==> config.mk <==
export PLATFORM = sky130hd
export DESIGN_NAME = cfg_port_top
export DESIGN_NICKNAME = d
export VERILOG_FILES = /design/src/common/cfg_port_pkg.sv /design/src/design/burst_addr_gen.sv /design/src/design/cfg_port_ctrl.sv /design/src/cfg_ram/cfg_ram.sv /design/src/design/cfg_port_top.sv
export VERILOG_INCLUDE_DIRS = /design/src /design/src/common
export SDC_FILE = /design/constraint.sdc
export NUM_CORES = 2
export LEC_CHECK = 0
export BUFFER_PORTS_ARGS = -buffer_cell sky130_fd_sc_hd__buf_2
export CORE_AREA = 3 3 401 403
export CTS_CLUSTER_DIAMETER = 50
export DETAILED_ROUTE_END_ITERATION = 7
export DIE_AREA = 0 0 404 406
export PLACE_DENSITY = 0.38
export SLEW_MARGIN = 20
export SYNTH_ARGS = -nofsm -noshare
export SYNTH_HDL_FRONTEND = slang
export SYNTH_SLANG_ARGS = --single-unit
export TNS_END_PERCENT = 10
==> constraint.sdc <==
create_clock -name S_AXI_ACLK -period 10.54 [get_ports S_AXI_ACLK]
set_clock_uncertainty 0.1 [all_clocks]
set_input_delay 0.527 -clock S_AXI_ACLK [delete_from_list [all_inputs] [get_ports S_AXI_ACLK]]
set_output_delay 0.527 -clock S_AXI_ACLK [all_outputs]
set_load 0.1 [all_outputs]
==> src/common/cfg_port_consts.svh <==
`ifndef CFG_PORT_CONSTS_SVH
`define CFG_PORT_CONSTS_SVH

// Bus widths
`define CFG_DATA_W 128
`define CFG_ADDR_W 40
`define CFG_ID_W 1
`define CFG_LEN_W 8

// One beat is always the full 16 byte lanes
`define CFG_LANES 16
// Word index starts above the byte offset
`define CFG_ADDR_LSB 4

// Memory geometry, one beat per row
`define CFG_ROWS 4
// Address bit that selects the status word instead of a row
`define CFG_STATUS_BIT 6

// AXI burst encodings
`define CFG_BURST_FIXED 2'b00
`define CFG_BURST_INCR 2'b01
`define CFG_BURST_WRAP 2'b10

// Only OKAY is ever returned
`define CFG_RESP_OKAY 2'b00

`endif

==> src/common/cfg_port_pkg.sv <==
`default_nettype none

`include "cfg_port_consts.svh"

package cfg_port_pkg;

	// ----------------------------------------------------------------------
	// AXI4 channel payloads, valid and ready travel as separate wires
	// ----------------------------------------------------------------------

	// Write address command
	typedef struct packed
	{
		logic [`CFG_ID_W-1:0] id;
		logic [`CFG_ADDR_W-1:0] addr;
		logic [`CFG_LEN_W-1:0] len;
		logic [1:0] burst;
	} axi_aw_t;

	// Write data beat, strb has one bit per byte lane
	typedef struct packed
	{
		logic [`CFG_DATA_W-1:0] data;
		logic [`CFG_LANES-1:0] strb;
		logic last;
	} axi_w_t;

	// Write response
	typedef struct packed
	{
		logic [`CFG_ID_W-1:0] id;
		logic [1:0] resp;
	} axi_b_t;

	// Read address command, same fields as the write side
	// Kept as its own type so the two channels cannot be crossed
	typedef struct packed
	{
		logic [`CFG_ID_W-1:0] id;
		logic [`CFG_ADDR_W-1:0] addr;
		logic [`CFG_LEN_W-1:0] len;
		logic [1:0] burst;
	} axi_ar_t;

	// Read data beat
	typedef struct packed
	{
		logic [`CFG_ID_W-1:0] id;
		logic [`CFG_DATA_W-1:0] data;
		logic [1:0] resp;
		logic last;
	} axi_r_t;

	// One memory row, written by byte lane and read back whole
	typedef union packed
	{
		logic [`CFG_DATA_W-1:0] word;
		logic [`CFG_LANES-1:0][7:0] bytes;
	} cfg_word_u;

endpackage

`default_nettype wire

==> src/design/burst_addr_gen.sv <==
`timescale 1ns/10ps
`default_nettype none

`include "cfg_port_consts.svh"

module burst_addr_gen
(
	input wire logic S_AXI_ACLK,
	input wire logic S_AXI_ARESETN,
	input wire logic load,
	input wire logic step,
	input wire cfg_port_pkg::axi_aw_t cmd,
	output logic [`CFG_ADDR_W-1:0] addr,
	output logic last_beat
);

	// Latched burst command
	logic [`CFG_ADDR_W-1:0] addr_q;
	logic [`CFG_LEN_W-1:0] len_q;
	logic [1:0] burst_q;
	// Beats already stepped past
	logic [`CFG_LEN_W-1:0] cnt_q;

	logic [`CFG_ADDR_W-1:0] wrap_size;
	logic [`CFG_ADDR_W-1:0] incr_addr;
	logic [`CFG_ADDR_W-1:0] next_addr;

	// Wrap size is len beats of 16 bytes
	assign wrap_size = {{(`CFG_ADDR_W-`CFG_LEN_W-`CFG_ADDR_LSB){1'b0}}, len_q,
		{`CFG_ADDR_LSB{1'b0}}};

	// Next word, byte offset dropped
	assign incr_addr = {addr_q[`CFG_ADDR_W-1:`CFG_ADDR_LSB] + 1'b1, {`CFG_ADDR_LSB{1'b0}}};

	always_comb
	begin
		case (burst_q)
			`CFG_BURST_FIXED:
				next_addr = addr_q;
			`CFG_BURST_WRAP:
			begin
				// Fall back by the wrap size once every covered bit is set
				if ((addr_q & wrap_size) == wrap_size)
					next_addr = addr_q - wrap_size;
				else
					next_addr = incr_addr;
			end
			// INCR and the reserved code both count up
			default:
				next_addr = incr_addr;
		endcase
	end

	always_ff @(posedge S_AXI_ACLK)
	begin
		if (!S_AXI_ARESETN)
		begin
			addr_q <= '0;
			len_q <= '0;
			burst_q <= `CFG_BURST_INCR;
			cnt_q <= '0;
		end
		else if (load)
		begin
			addr_q <= cmd.addr;
			len_q <= cmd.len;
			burst_q <= cmd.burst;
			cnt_q <= '0;
		end
		else if (step)
		begin
			addr_q <= next_addr;
			cnt_q <= cnt_q + 1'b1;
		end
	end

	assign addr = addr_q;
	assign last_beat = (cnt_q == len_q);

	// Controller must stop stepping on the final beat until the next command
	a_no_step_past_last: assert property (@(posedge S_AXI_ACLK) disable iff (!S_AXI_ARESETN)
		step && !load |-> !last_beat)
		else $error("burst_addr_gen stepped past the last beat");

endmodule

`default_nettype wire

==> src/design/cfg_port_ctrl.sv <==
`timescale 1ns/10ps
`default_nettype none

module cfg_port_ctrl
(
	input wire logic S_AXI_ACLK,
	input wire logic S_AXI_ARESETN,
	input wire logic aw_valid,
	output logic aw_ready,
	input wire logic w_valid,
	input wire logic w_last,
	output logic w_ready,
	output logic b_valid,
	input wire logic b_ready,
	input wire logic ar_valid,
	output logic ar_ready,
	output logic r_valid,
	input wire logic r_ready,
	output logic r_last,
	output logic wr_load,
	output logic wr_step,
	output logic rd_load,
	output logic rd_step,
	output logic wr_en,
	output logic rd_en,
	input wire logic rd_last_beat
);

	// One transaction at a time, write or read
	typedef enum logic [2:0]
	{
		ST_IDLE,
		ST_WR_ADDR,
		ST_WR_DATA,
		ST_WR_RESP,
		ST_RD_ADDR,
		ST_RD_WAIT,
		ST_RD_BEAT
	} state_t;

	state_t state_q;
	state_t state_d;
	logic w_ready_q;
	// Handshakes completing this cycle
	logic w_beat_ok;
	logic r_beat_ok;

	assign w_beat_ok = w_ready_q && w_valid;
	assign r_beat_ok = r_valid && r_ready;

	// ----------------------------------------------------------------------
	// Next state
	// ----------------------------------------------------------------------
	always_comb
	begin
		state_d = state_q;
		case (state_q)
			ST_IDLE:
			begin
				// Write wins when both addresses show up together
				if (aw_valid)
					state_d = ST_WR_ADDR;
				else if (ar_valid)
					state_d = ST_RD_ADDR;
			end
			ST_WR_ADDR:
				state_d = ST_WR_DATA;
			ST_WR_DATA:
			begin
				if (w_beat_ok && w_last)
					state_d = ST_WR_RESP;
			end
			ST_WR_RESP:
			begin
				// Stay busy until the response is taken
				if (b_ready)
					state_d = ST_IDLE;
			end
			ST_RD_ADDR:
				state_d = ST_RD_WAIT;
			// Memory registers the beat here
			ST_RD_WAIT:
				state_d = ST_RD_BEAT;
			ST_RD_BEAT:
			begin
				if (r_ready)
					state_d = rd_last_beat ? ST_IDLE : ST_RD_WAIT;
			end
			default:
				state_d = ST_IDLE;
		endcase
	end

	always_ff @(posedge S_AXI_ACLK)
	begin
		if (!S_AXI_ARESETN)
		begin
			state_q <= ST_IDLE;
			w_ready_q <= 1'b0;
		end
		else
		begin
			state_q <= state_d;
			// W ready follows w_valid by a cycle and drops after the last beat
			if (w_beat_ok && w_last)
				w_ready_q <= 1'b0;
			else if (state_q == ST_WR_DATA && w_valid)
				w_ready_q <= 1'b1;
		end
	end

	// ----------------------------------------------------------------------
	// Handshake outputs and strobes
	// ----------------------------------------------------------------------
	assign aw_ready = (state_q == ST_WR_ADDR);
	assign wr_load = (state_q == ST_WR_ADDR);
	assign w_ready = w_ready_q;
	assign wr_en = w_beat_ok;
	// No step on the final beat, the generator holds there
	assign wr_step = w_beat_ok && !w_last;
	assign b_valid = (state_q == ST_WR_RESP);

	assign ar_ready = (state_q == ST_RD_ADDR);
	assign rd_load = (state_q == ST_RD_ADDR);
	// Capture once per beat so the data holds under back-pressure
	assign rd_en = (state_q == ST_RD_WAIT);
	assign r_valid = (state_q == ST_RD_BEAT);
	assign r_last = r_valid && rd_last_beat;
	assign rd_step = r_beat_ok && !rd_last_beat;

	a_one_response: assert property (@(posedge S_AXI_ACLK) disable iff (!S_AXI_ARESETN)
		!(b_valid && r_valid))
		else $error("write response and read data valid together");

	a_r_hold: assert property (@(posedge S_AXI_ACLK) disable iff (!S_AXI_ARESETN)
		r_valid && !r_ready |=> r_valid)
		else $error("r_valid dropped without r_ready");

endmodule

`default_nettype wire

==> src/cfg_ram/cfg_ram.sv <==
`timescale 1ns/10ps
`default_nettype none

`include "cfg_port_consts.svh"

module cfg_ram
(
	input wire logic S_AXI_ACLK,
	input wire logic S_AXI_ARESETN,
	input wire logic wr_en,
	input wire logic [`CFG_ADDR_W-1:0] wr_addr,
	input wire cfg_port_pkg::axi_w_t wr_beat,
	input wire logic rd_en,
	input wire logic [`CFG_ADDR_W-1:0] rd_addr,
	input wire logic [`CFG_DATA_W-1:0] status_in,
	output cfg_port_pkg::cfg_word_u rd_word,
	output logic [`CFG_ROWS*`CFG_DATA_W-1:0] memory_out
);

	import cfg_port_pkg::*;

	// Row 0 in the low bits so the export is a plain copy
	cfg_word_u [`CFG_ROWS-1:0] rows_q;

	logic [$clog2(`CFG_ROWS)-1:0] wr_row;
	logic [$clog2(`CFG_ROWS)-1:0] rd_row;

	// Row index sits just above the byte offset
	assign wr_row = wr_addr[`CFG_ADDR_LSB +: $clog2(`CFG_ROWS)];
	assign rd_row = rd_addr[`CFG_ADDR_LSB +: $clog2(`CFG_ROWS)];

	// ----------------------------------------------------------------------
	// Byte-strobed write
	// ----------------------------------------------------------------------
	always_ff @(posedge S_AXI_ACLK)
	begin
		if (!S_AXI_ARESETN)
			rows_q <= '0;
		// Status region is read-only, writes there are dropped
		else if (wr_en && !wr_addr[`CFG_STATUS_BIT])
		begin
			for (int i = 0; i < `CFG_LANES; i++)
			begin
				if (wr_beat.strb[i])
					rows_q[wr_row].bytes[i] <= wr_beat.data[8*i +: 8];
			end
		end
	end

	// ----------------------------------------------------------------------
	// Registered read, status word above the rows
	// ----------------------------------------------------------------------
	always_ff @(posedge S_AXI_ACLK)
	begin
		if (rd_en)
		begin
			if (rd_addr[`CFG_STATUS_BIT])
				rd_word.word <= status_in;
			else
				rd_word.word <= rows_q[rd_row].word;
		end
	end

	assign memory_out = rows_q;

	a_rows_quiet: assert property (@(posedge S_AXI_ACLK) disable iff (!S_AXI_ARESETN)
		!wr_en |=> $stable(rows_q))
		else $error("configuration row changed without a write beat");

endmodule

`default_nettype wire

==> src/design/cfg_port_top.sv <==
`timescale 1ns/10ps
`default_nettype none

`include "cfg_port_consts.svh"

module cfg_port_top
(
	input wire logic S_AXI_ACLK,
	input wire logic S_AXI_ARESETN,
	// Write address
	input wire cfg_port_pkg::axi_aw_t aw_cmd,
	input wire logic aw_valid,
	output logic aw_ready,
	// Write data
	input wire cfg_port_pkg::axi_w_t w_beat,
	input wire logic w_valid,
	output logic w_ready,
	// Write response
	output cfg_port_pkg::axi_b_t b_resp,
	output logic b_valid,
	input wire logic b_ready,
	// Read address
	input wire cfg_port_pkg::axi_ar_t ar_cmd,
	input wire logic ar_valid,
	output logic ar_ready,
	// Read data
	output cfg_port_pkg::axi_r_t r_beat,
	output logic r_valid,
	input wire logic r_ready,
	// Side band
	input wire logic [`CFG_DATA_W-1:0] status_in,
	output logic [`CFG_ROWS*`CFG_DATA_W-1:0] memory_out
);

	import cfg_port_pkg::*;

	logic wr_load;
	logic wr_step;
	logic rd_load;
	logic rd_step;
	logic wr_en;
	logic rd_en;
	logic r_last;
	logic rd_last_beat;
	logic [`CFG_ADDR_W-1:0] wr_addr;
	logic [`CFG_ADDR_W-1:0] rd_addr;
	axi_aw_t rd_cmd;
	cfg_word_u rd_word;
	// IDs echoed on B and R
	logic [`CFG_ID_W-1:0] wr_id_q;
	logic [`CFG_ID_W-1:0] rd_id_q;

	// Read command goes through the shared generator field by field
	assign rd_cmd = '{id: ar_cmd.id, addr: ar_cmd.addr, len: ar_cmd.len, burst: ar_cmd.burst};

	always_ff @(posedge S_AXI_ACLK)
	begin
		if (!S_AXI_ARESETN)
		begin
			wr_id_q <= '0;
			rd_id_q <= '0;
		end
		else
		begin
			if (wr_load)
				wr_id_q <= aw_cmd.id;
			if (rd_load)
				rd_id_q <= ar_cmd.id;
		end
	end

	assign b_resp = '{id: wr_id_q, resp: `CFG_RESP_OKAY};
	// Data bus reads zero between beats
	assign r_beat = '{id: rd_id_q, data: (r_valid ? rd_word.word : {`CFG_DATA_W{1'b0}}),
		resp: `CFG_RESP_OKAY, last: r_last};

	cfg_port_ctrl cfg_port_ctrl_i
	(
		.S_AXI_ACLK(S_AXI_ACLK), .S_AXI_ARESETN(S_AXI_ARESETN),
		.aw_valid(aw_valid), .aw_ready(aw_ready),
		.w_valid(w_valid), .w_last(w_beat.last), .w_ready(w_ready),
		.b_valid(b_valid), .b_ready(b_ready),
		.ar_valid(ar_valid), .ar_ready(ar_ready),
		.r_valid(r_valid), .r_ready(r_ready), .r_last(r_last),
		.wr_load(wr_load), .wr_step(wr_step), .rd_load(rd_load), .rd_step(rd_step),
		.wr_en(wr_en), .rd_en(rd_en), .rd_last_beat(rd_last_beat)
	);

	// Write side only needs the address, W last closes the burst
	burst_addr_gen wr_gen
	(
		.S_AXI_ACLK(S_AXI_ACLK), .S_AXI_ARESETN(S_AXI_ARESETN),
		.load(wr_load), .step(wr_step), .cmd(aw_cmd), .addr(wr_addr), .last_beat()
	);

	burst_addr_gen rd_gen
	(
		.S_AXI_ACLK(S_AXI_ACLK), .S_AXI_ARESETN(S_AXI_ARESETN),
		.load(rd_load), .step(rd_step), .cmd(rd_cmd), .addr(rd_addr),
		.last_beat(rd_last_beat)
	);

	cfg_ram cfg_ram_i
	(
		.S_AXI_ACLK(S_AXI_ACLK), .S_AXI_ARESETN(S_AXI_ARESETN),
		.wr_en(wr_en), .wr_addr(wr_addr), .wr_beat(w_beat),
		.rd_en(rd_en), .rd_addr(rd_addr), .status_in(status_in),
		.rd_word(rd_word), .memory_out(memory_out)
	);

endmodule

`default_nettype wire

* Yosys cells after proc, flatten, opt, wreduce, memory -nomap -nowiden
Index checks and enable logic that the tools add are counted.
** Storage, ports and cells
- Output and inout bits :: 652
- Word-level logic and storage cells :: 179
- Register bits :: 754
- Input bits :: 382
** Operators by class
- Bitwise gates (word level) :: 3
- Reductions and logical operators :: 22
- Order comparisons :: 3
- Muxes and demuxes :: 113
- Equality and inequality tests :: 17
- Add/subtract/negate cells :: 5
** Operators with widths (count)
- $mux W512 :: 46
- $bwmux W512 :: 16
- $demux W128 S2 :: 16
- $mux W128 :: 4
- $mux W40 :: 7
- $bmux W128 S2 :: 1
- $pmux W40 S2 :: 2
- $mux W120 :: 1
- $mux W112 :: 1
- $mux W104 :: 1
- $mux W96 :: 1
- $mux W88 :: 1
- $and A40 B12 Y40 :: 2
- $eq A40 B12 Y1 :: 2
- $mux W80 :: 1
- $sub A40 B12 Y40 :: 2
- $add A36 B1 Y36 const B :: 2
- $mux W72 :: 1
- $mux W64 :: 1
- $mux W56 :: 1
- $mux W48 :: 1
- $mux W32 :: 1
- $mux W24 :: 1
- $pmux W3 S7 :: 1
- 23 further kinds :: 50

* Depth between registers and ports, before layout
- Word-level depth :: 66
- Mapped depth :: 12
- Depth with buffers taken out :: 10

* Modules after synthesis
From an unflattened synthesis, not the netlist that was laid out.
** Unflattened totals
- Cells, all modules :: 3556
- Area total of the unflattened synthesis :: 37736.2 um2
** Modules (own cells, without submodules)
- cfg_ram :: area each 27915.5 um2, sequential area each 14093.5 um2, times used 1, cells an instance 2255
- burst_addr_gen (wr_gen) :: area each 4332.9 um2, sequential area each 1161.1 um2, times used 1, cells an instance 577
- burst_addr_gen (rd_gen) :: area each 4035.1 um2, sequential area each 1161.1 um2, times used 1, cells an instance 525
- cfg_port_top :: area each 1117.3 um2, sequential area each 40.0 um2, times used 1, cells an instance 156
- cfg_port_ctrl :: area each 335.3 um2, sequential area each 80.1 um2, times used 1, cells an instance 43

* Worst setup path before layout
Ideal clock, no wire load.
- Kind :: register -> register
- Start :: reg cfg_port_ctrl_i.state_q[2]
- End :: reg cfg_ram_i.rd_word[0] in the netlist's numbering, enable pin
- Cell stages (with the launch flop) :: 3
- Data required time :: 9937 ps
- Library setup time :: 503 ps
- Slack :: 6371 ps
- Arrival time :: 3566 ps
- Period minus slack after synthesis :: 4169 ps
- Path buffers :: 1
- Path through :: dfxtp_1 > clkbuf_1 > and2_1
** On the way
- Longest elaborated chain between the ends :: 1
** Ends and longest elaborated chain
- from (decl) :: RTL line cfg_port_ctrl.sv:41 : state_t state_q;
- from (signal assigned) :: RTL line cfg_port_ctrl.sv:103 : state_q <= state_d;
- $eq A3 B3 Y1 :: RTL line cfg_port_ctrl.sv:126 : assign rd_en = (state_q == ST_RD_WAIT);
- to (decl) :: RTL line cfg_ram.sv:16 : output cfg_port_pkg::cfg_word_u rd_word,
Every way passes these cells.
A chain may end at the register's enable or synchronous reset.

==> impl_metrics.tcl <==
set metrics [dict create \
    cts_hold_buf 285 \
    p_leak_nw 17.9 \
    design.core.area_um2 158000 \
    placed_cell_area_um2 37700 \
    die_area_um2 164000 \
    synth.distinct_cells 59 \
    dpl_worst_slack_ns 6.45 \
    required_ns 9.91 \
    hold_depth 3 \
    slew_violations 0 \
    timing.hold.ws_ns 0.0800 \
    synth.yosys.seq_area_share 0.485 \
    ys_top_cells_by_count "nand2_1, dfxtp_1, a21oi_1" \
    cts_resized 0 \
    design_area_um2 44300 \
    place.gp.congestion 0.847 \
    initialDrtViolationCount 2086 \
    drv_cap 0 \
    synth_warnings 0 \
    cts_max_level 3 \
    worstHoldPathType "in2reg" \
    reg2reg_depth 8 \
    cp-end-kind "output pin" \
    post-route-drc-count 0 \
    grt_pass1_vias 30900 \
    path_class "reg2out" \
    power_mw 8.49 \
    p_per_area_nw_per_um2 191 \
    period_share 0.429 \
    dp.cells 6388 \
    hpwlAfterDp_mm 114 \
    grt_max_degree 182 \
    finalCriticalPeriod_ns 4.52 \
    numCtsBuffers 109 \
    clk_latency_ns 0.73 \
    die_w_um 404 \
    hold_viol_final 0 \
    layout.nets 5130 \
    wl_per_cell_um 23.3 \
    crit_fanout 69 \
    antenna_found_initial 22 \
    ir_drop_mv 0.129 \
    max-clock-path-buffers 3 \
    tns_ns 0 \
    syn_area_um2 31100 \
    max_slew_margin 0.259 \
    rsz0062_at_grt "false" \
    yosys.area_share.simple 0.250 \
    setup_ws_ns 6.02 \
    grt_overflow 0 \
    clkSinkCount 690 \
    first_pass_iters 7 \
    die_h_um 406 \
    status "finished clean" \
    std_cell_rows 146 \
    worstSetupStartpointType "flip-flop" \
    tightestPinTransition_ns 1.11 \
    vias_per_cell 4.56 \
    ys.flop_type "dfxtp_1" \
    synth_compound_area_frac 0.106 \
    area_delta_synth_final_pct 42.4 \
    async_flop_share 0 \
    arrival_ns 3.89 \
    ioPinCount 1034 \
    fin_util 0.281 \
    initial_core_util 0.197 \
    synth_mux_area_frac 0.0935 \
    portBuffers 965 \
    netlist.top_cell.by_area "dfxtp_1" \
    synth_cells 3600 \
    layout-drive-gt1-share 0.277 \
    wl_mm 161 \
    synthTopCellsByArea "dfxtp_1, nand2_1, edfxtp_1" \
    cts_setup_buffers 0 \
    setup_violations 0 \
    synth.top_cell.area_share 0.361 \
    drtAntennaViolNets 0 \
    avgSynthCellArea_um2 8.65 \
    finalNonFillerCells 6889 \
    synth-edff-count 128 \
    synth_top_family_by_area "simple AND/OR/NAND/NOR gates" \
    cts_tree "built" \
    yosysMostFrequentCell "nand2_1" \
    clock.fmax_mhz 221 \
    grt_pass1_wl_mm 227 \
    grt.total_usage 0.187 \
    synth_xor_area_frac 0.00787 \
    root_buffer "clkbuf_16" \
    ys_ff_latch 690 \
    synth_adder_area_share 0.0149 \
    clkTransAtPathRegs_ns 0.06 \
    dr_total_vias 31400 \
]
## per-layer routing
| metal | track usage | part of all wire | vias up |
|---|---|---|---|
| met2 | 0.321 | 0.49 | 1095 |
| met4 | 0.0617 | 0.034 | 2 |
| li1 | - | - | 14700 |
| met1 | 0.229 | 0.41 | 15400 |
| met5 | 0 | 0.000081 | - |
| met3 | 0.0458 | 0.070 | 228 |
## path summary, 6_finish.rpt
check | start | end | slack (ns)
setup / recovery | cfg_port_ctrl_i.state_q[2]$_SDFFE_PN0P_ | r_beat[13] | 6.02
hold / removal | status_in[29] | cfg_ram_i.rd_word[29]$_DFFE_PP_ | 0.08
setup reg to reg | cfg_port_ctrl_i.w_ready$_SDFFE_PP0P_ | cfg_ram_i.memory_out[236]$_SDFFE_PN0P_ | 6.81
hold reg to reg | cfg_ram_i.memory_out[105]$_SDFFE_PN0P_ | cfg_ram_i.memory_out[105]$_SDFFE_PN0P_ | 0.37
## sequential cells by signal, summed over array words and instances, names as in the netlist
name	flops
cfg_port_ctrl_i.state_q	3
cfg_port_ctrl_i.w_ready	1
cfg_ram_i.memory_out	512
cfg_ram_i.rd_word	128
rd_gen.addr	8
rd_gen.burst_q	2
rd_gen.cnt_q	8
rd_gen.len_q	8
rd_id_q	1
wr_gen.addr	8
wr_gen.burst_q	2
wr_gen.len_q	8
wr_id_q	1
## area by class of cell
cell class	count	area [um^2]
clock buffers	147	3130
well taps	2072	2590
flip-flops and latches	690	15100
multi-input cells	2594	14700
inverters	36	150
clock inverters	61	677
diodes	8	20.0
fillers	17300	113000
repair buffers	1281	7940
## where the power goes
group / internal, mW / switching (mW) / total (mW)
Clock: 2.26 / 1.46 / 3.72
Sequential: 2.82 / 0.0893 / 2.91
Combinational: 0.530 / 1.33 / 1.86
Total: 5.60 / 2.89 / 8.49
## worst max-delay path, stage by stage, from the launching register on
cell	delay, ns
dfxtp_1	0.56
nand3_1	0.25
inv_4	0.60
buf_4	0.72
and2_1	0.43
buf_2	0.50
## cells in the final DEF, fill, tap and decap left out, types with 6 or more instances in the layout
cell / count
ha_1: 34
and3_1: 8
bufinv_16: 6
buf_2: 965
buf_4: 29
xor2_1: 18
and2_1: 130
diode_2: 8
o21ai_0: 24
inv_6: 13
mux4_2: 128
dfxtp_1: 559
inv_1: 33
nand4_1: 7
a31oi_1: 8
clkbuf_1: 17
dlygate4sd3_1: 285
nor2_1: 27
nand2_1: 1031
clkbuf_8: 17
clkinvlp_4: 8
nand3_1: 531
a21oi_1: 548
edfxtp_1: 128
clkinv_2: 17
clkbuf_16: 113
a211oi_1: 8
xnor2_1: 10
## kinds of logic after synthesis
kind of cell,after synthesis
fa+ha+maj,36
buf+inv,319
other cells,1
simple gates,1766
xor+xnor,28
compound gates,629
mux,131
flops,690
No activity file was read; power rests on OpenSTA's default activity.
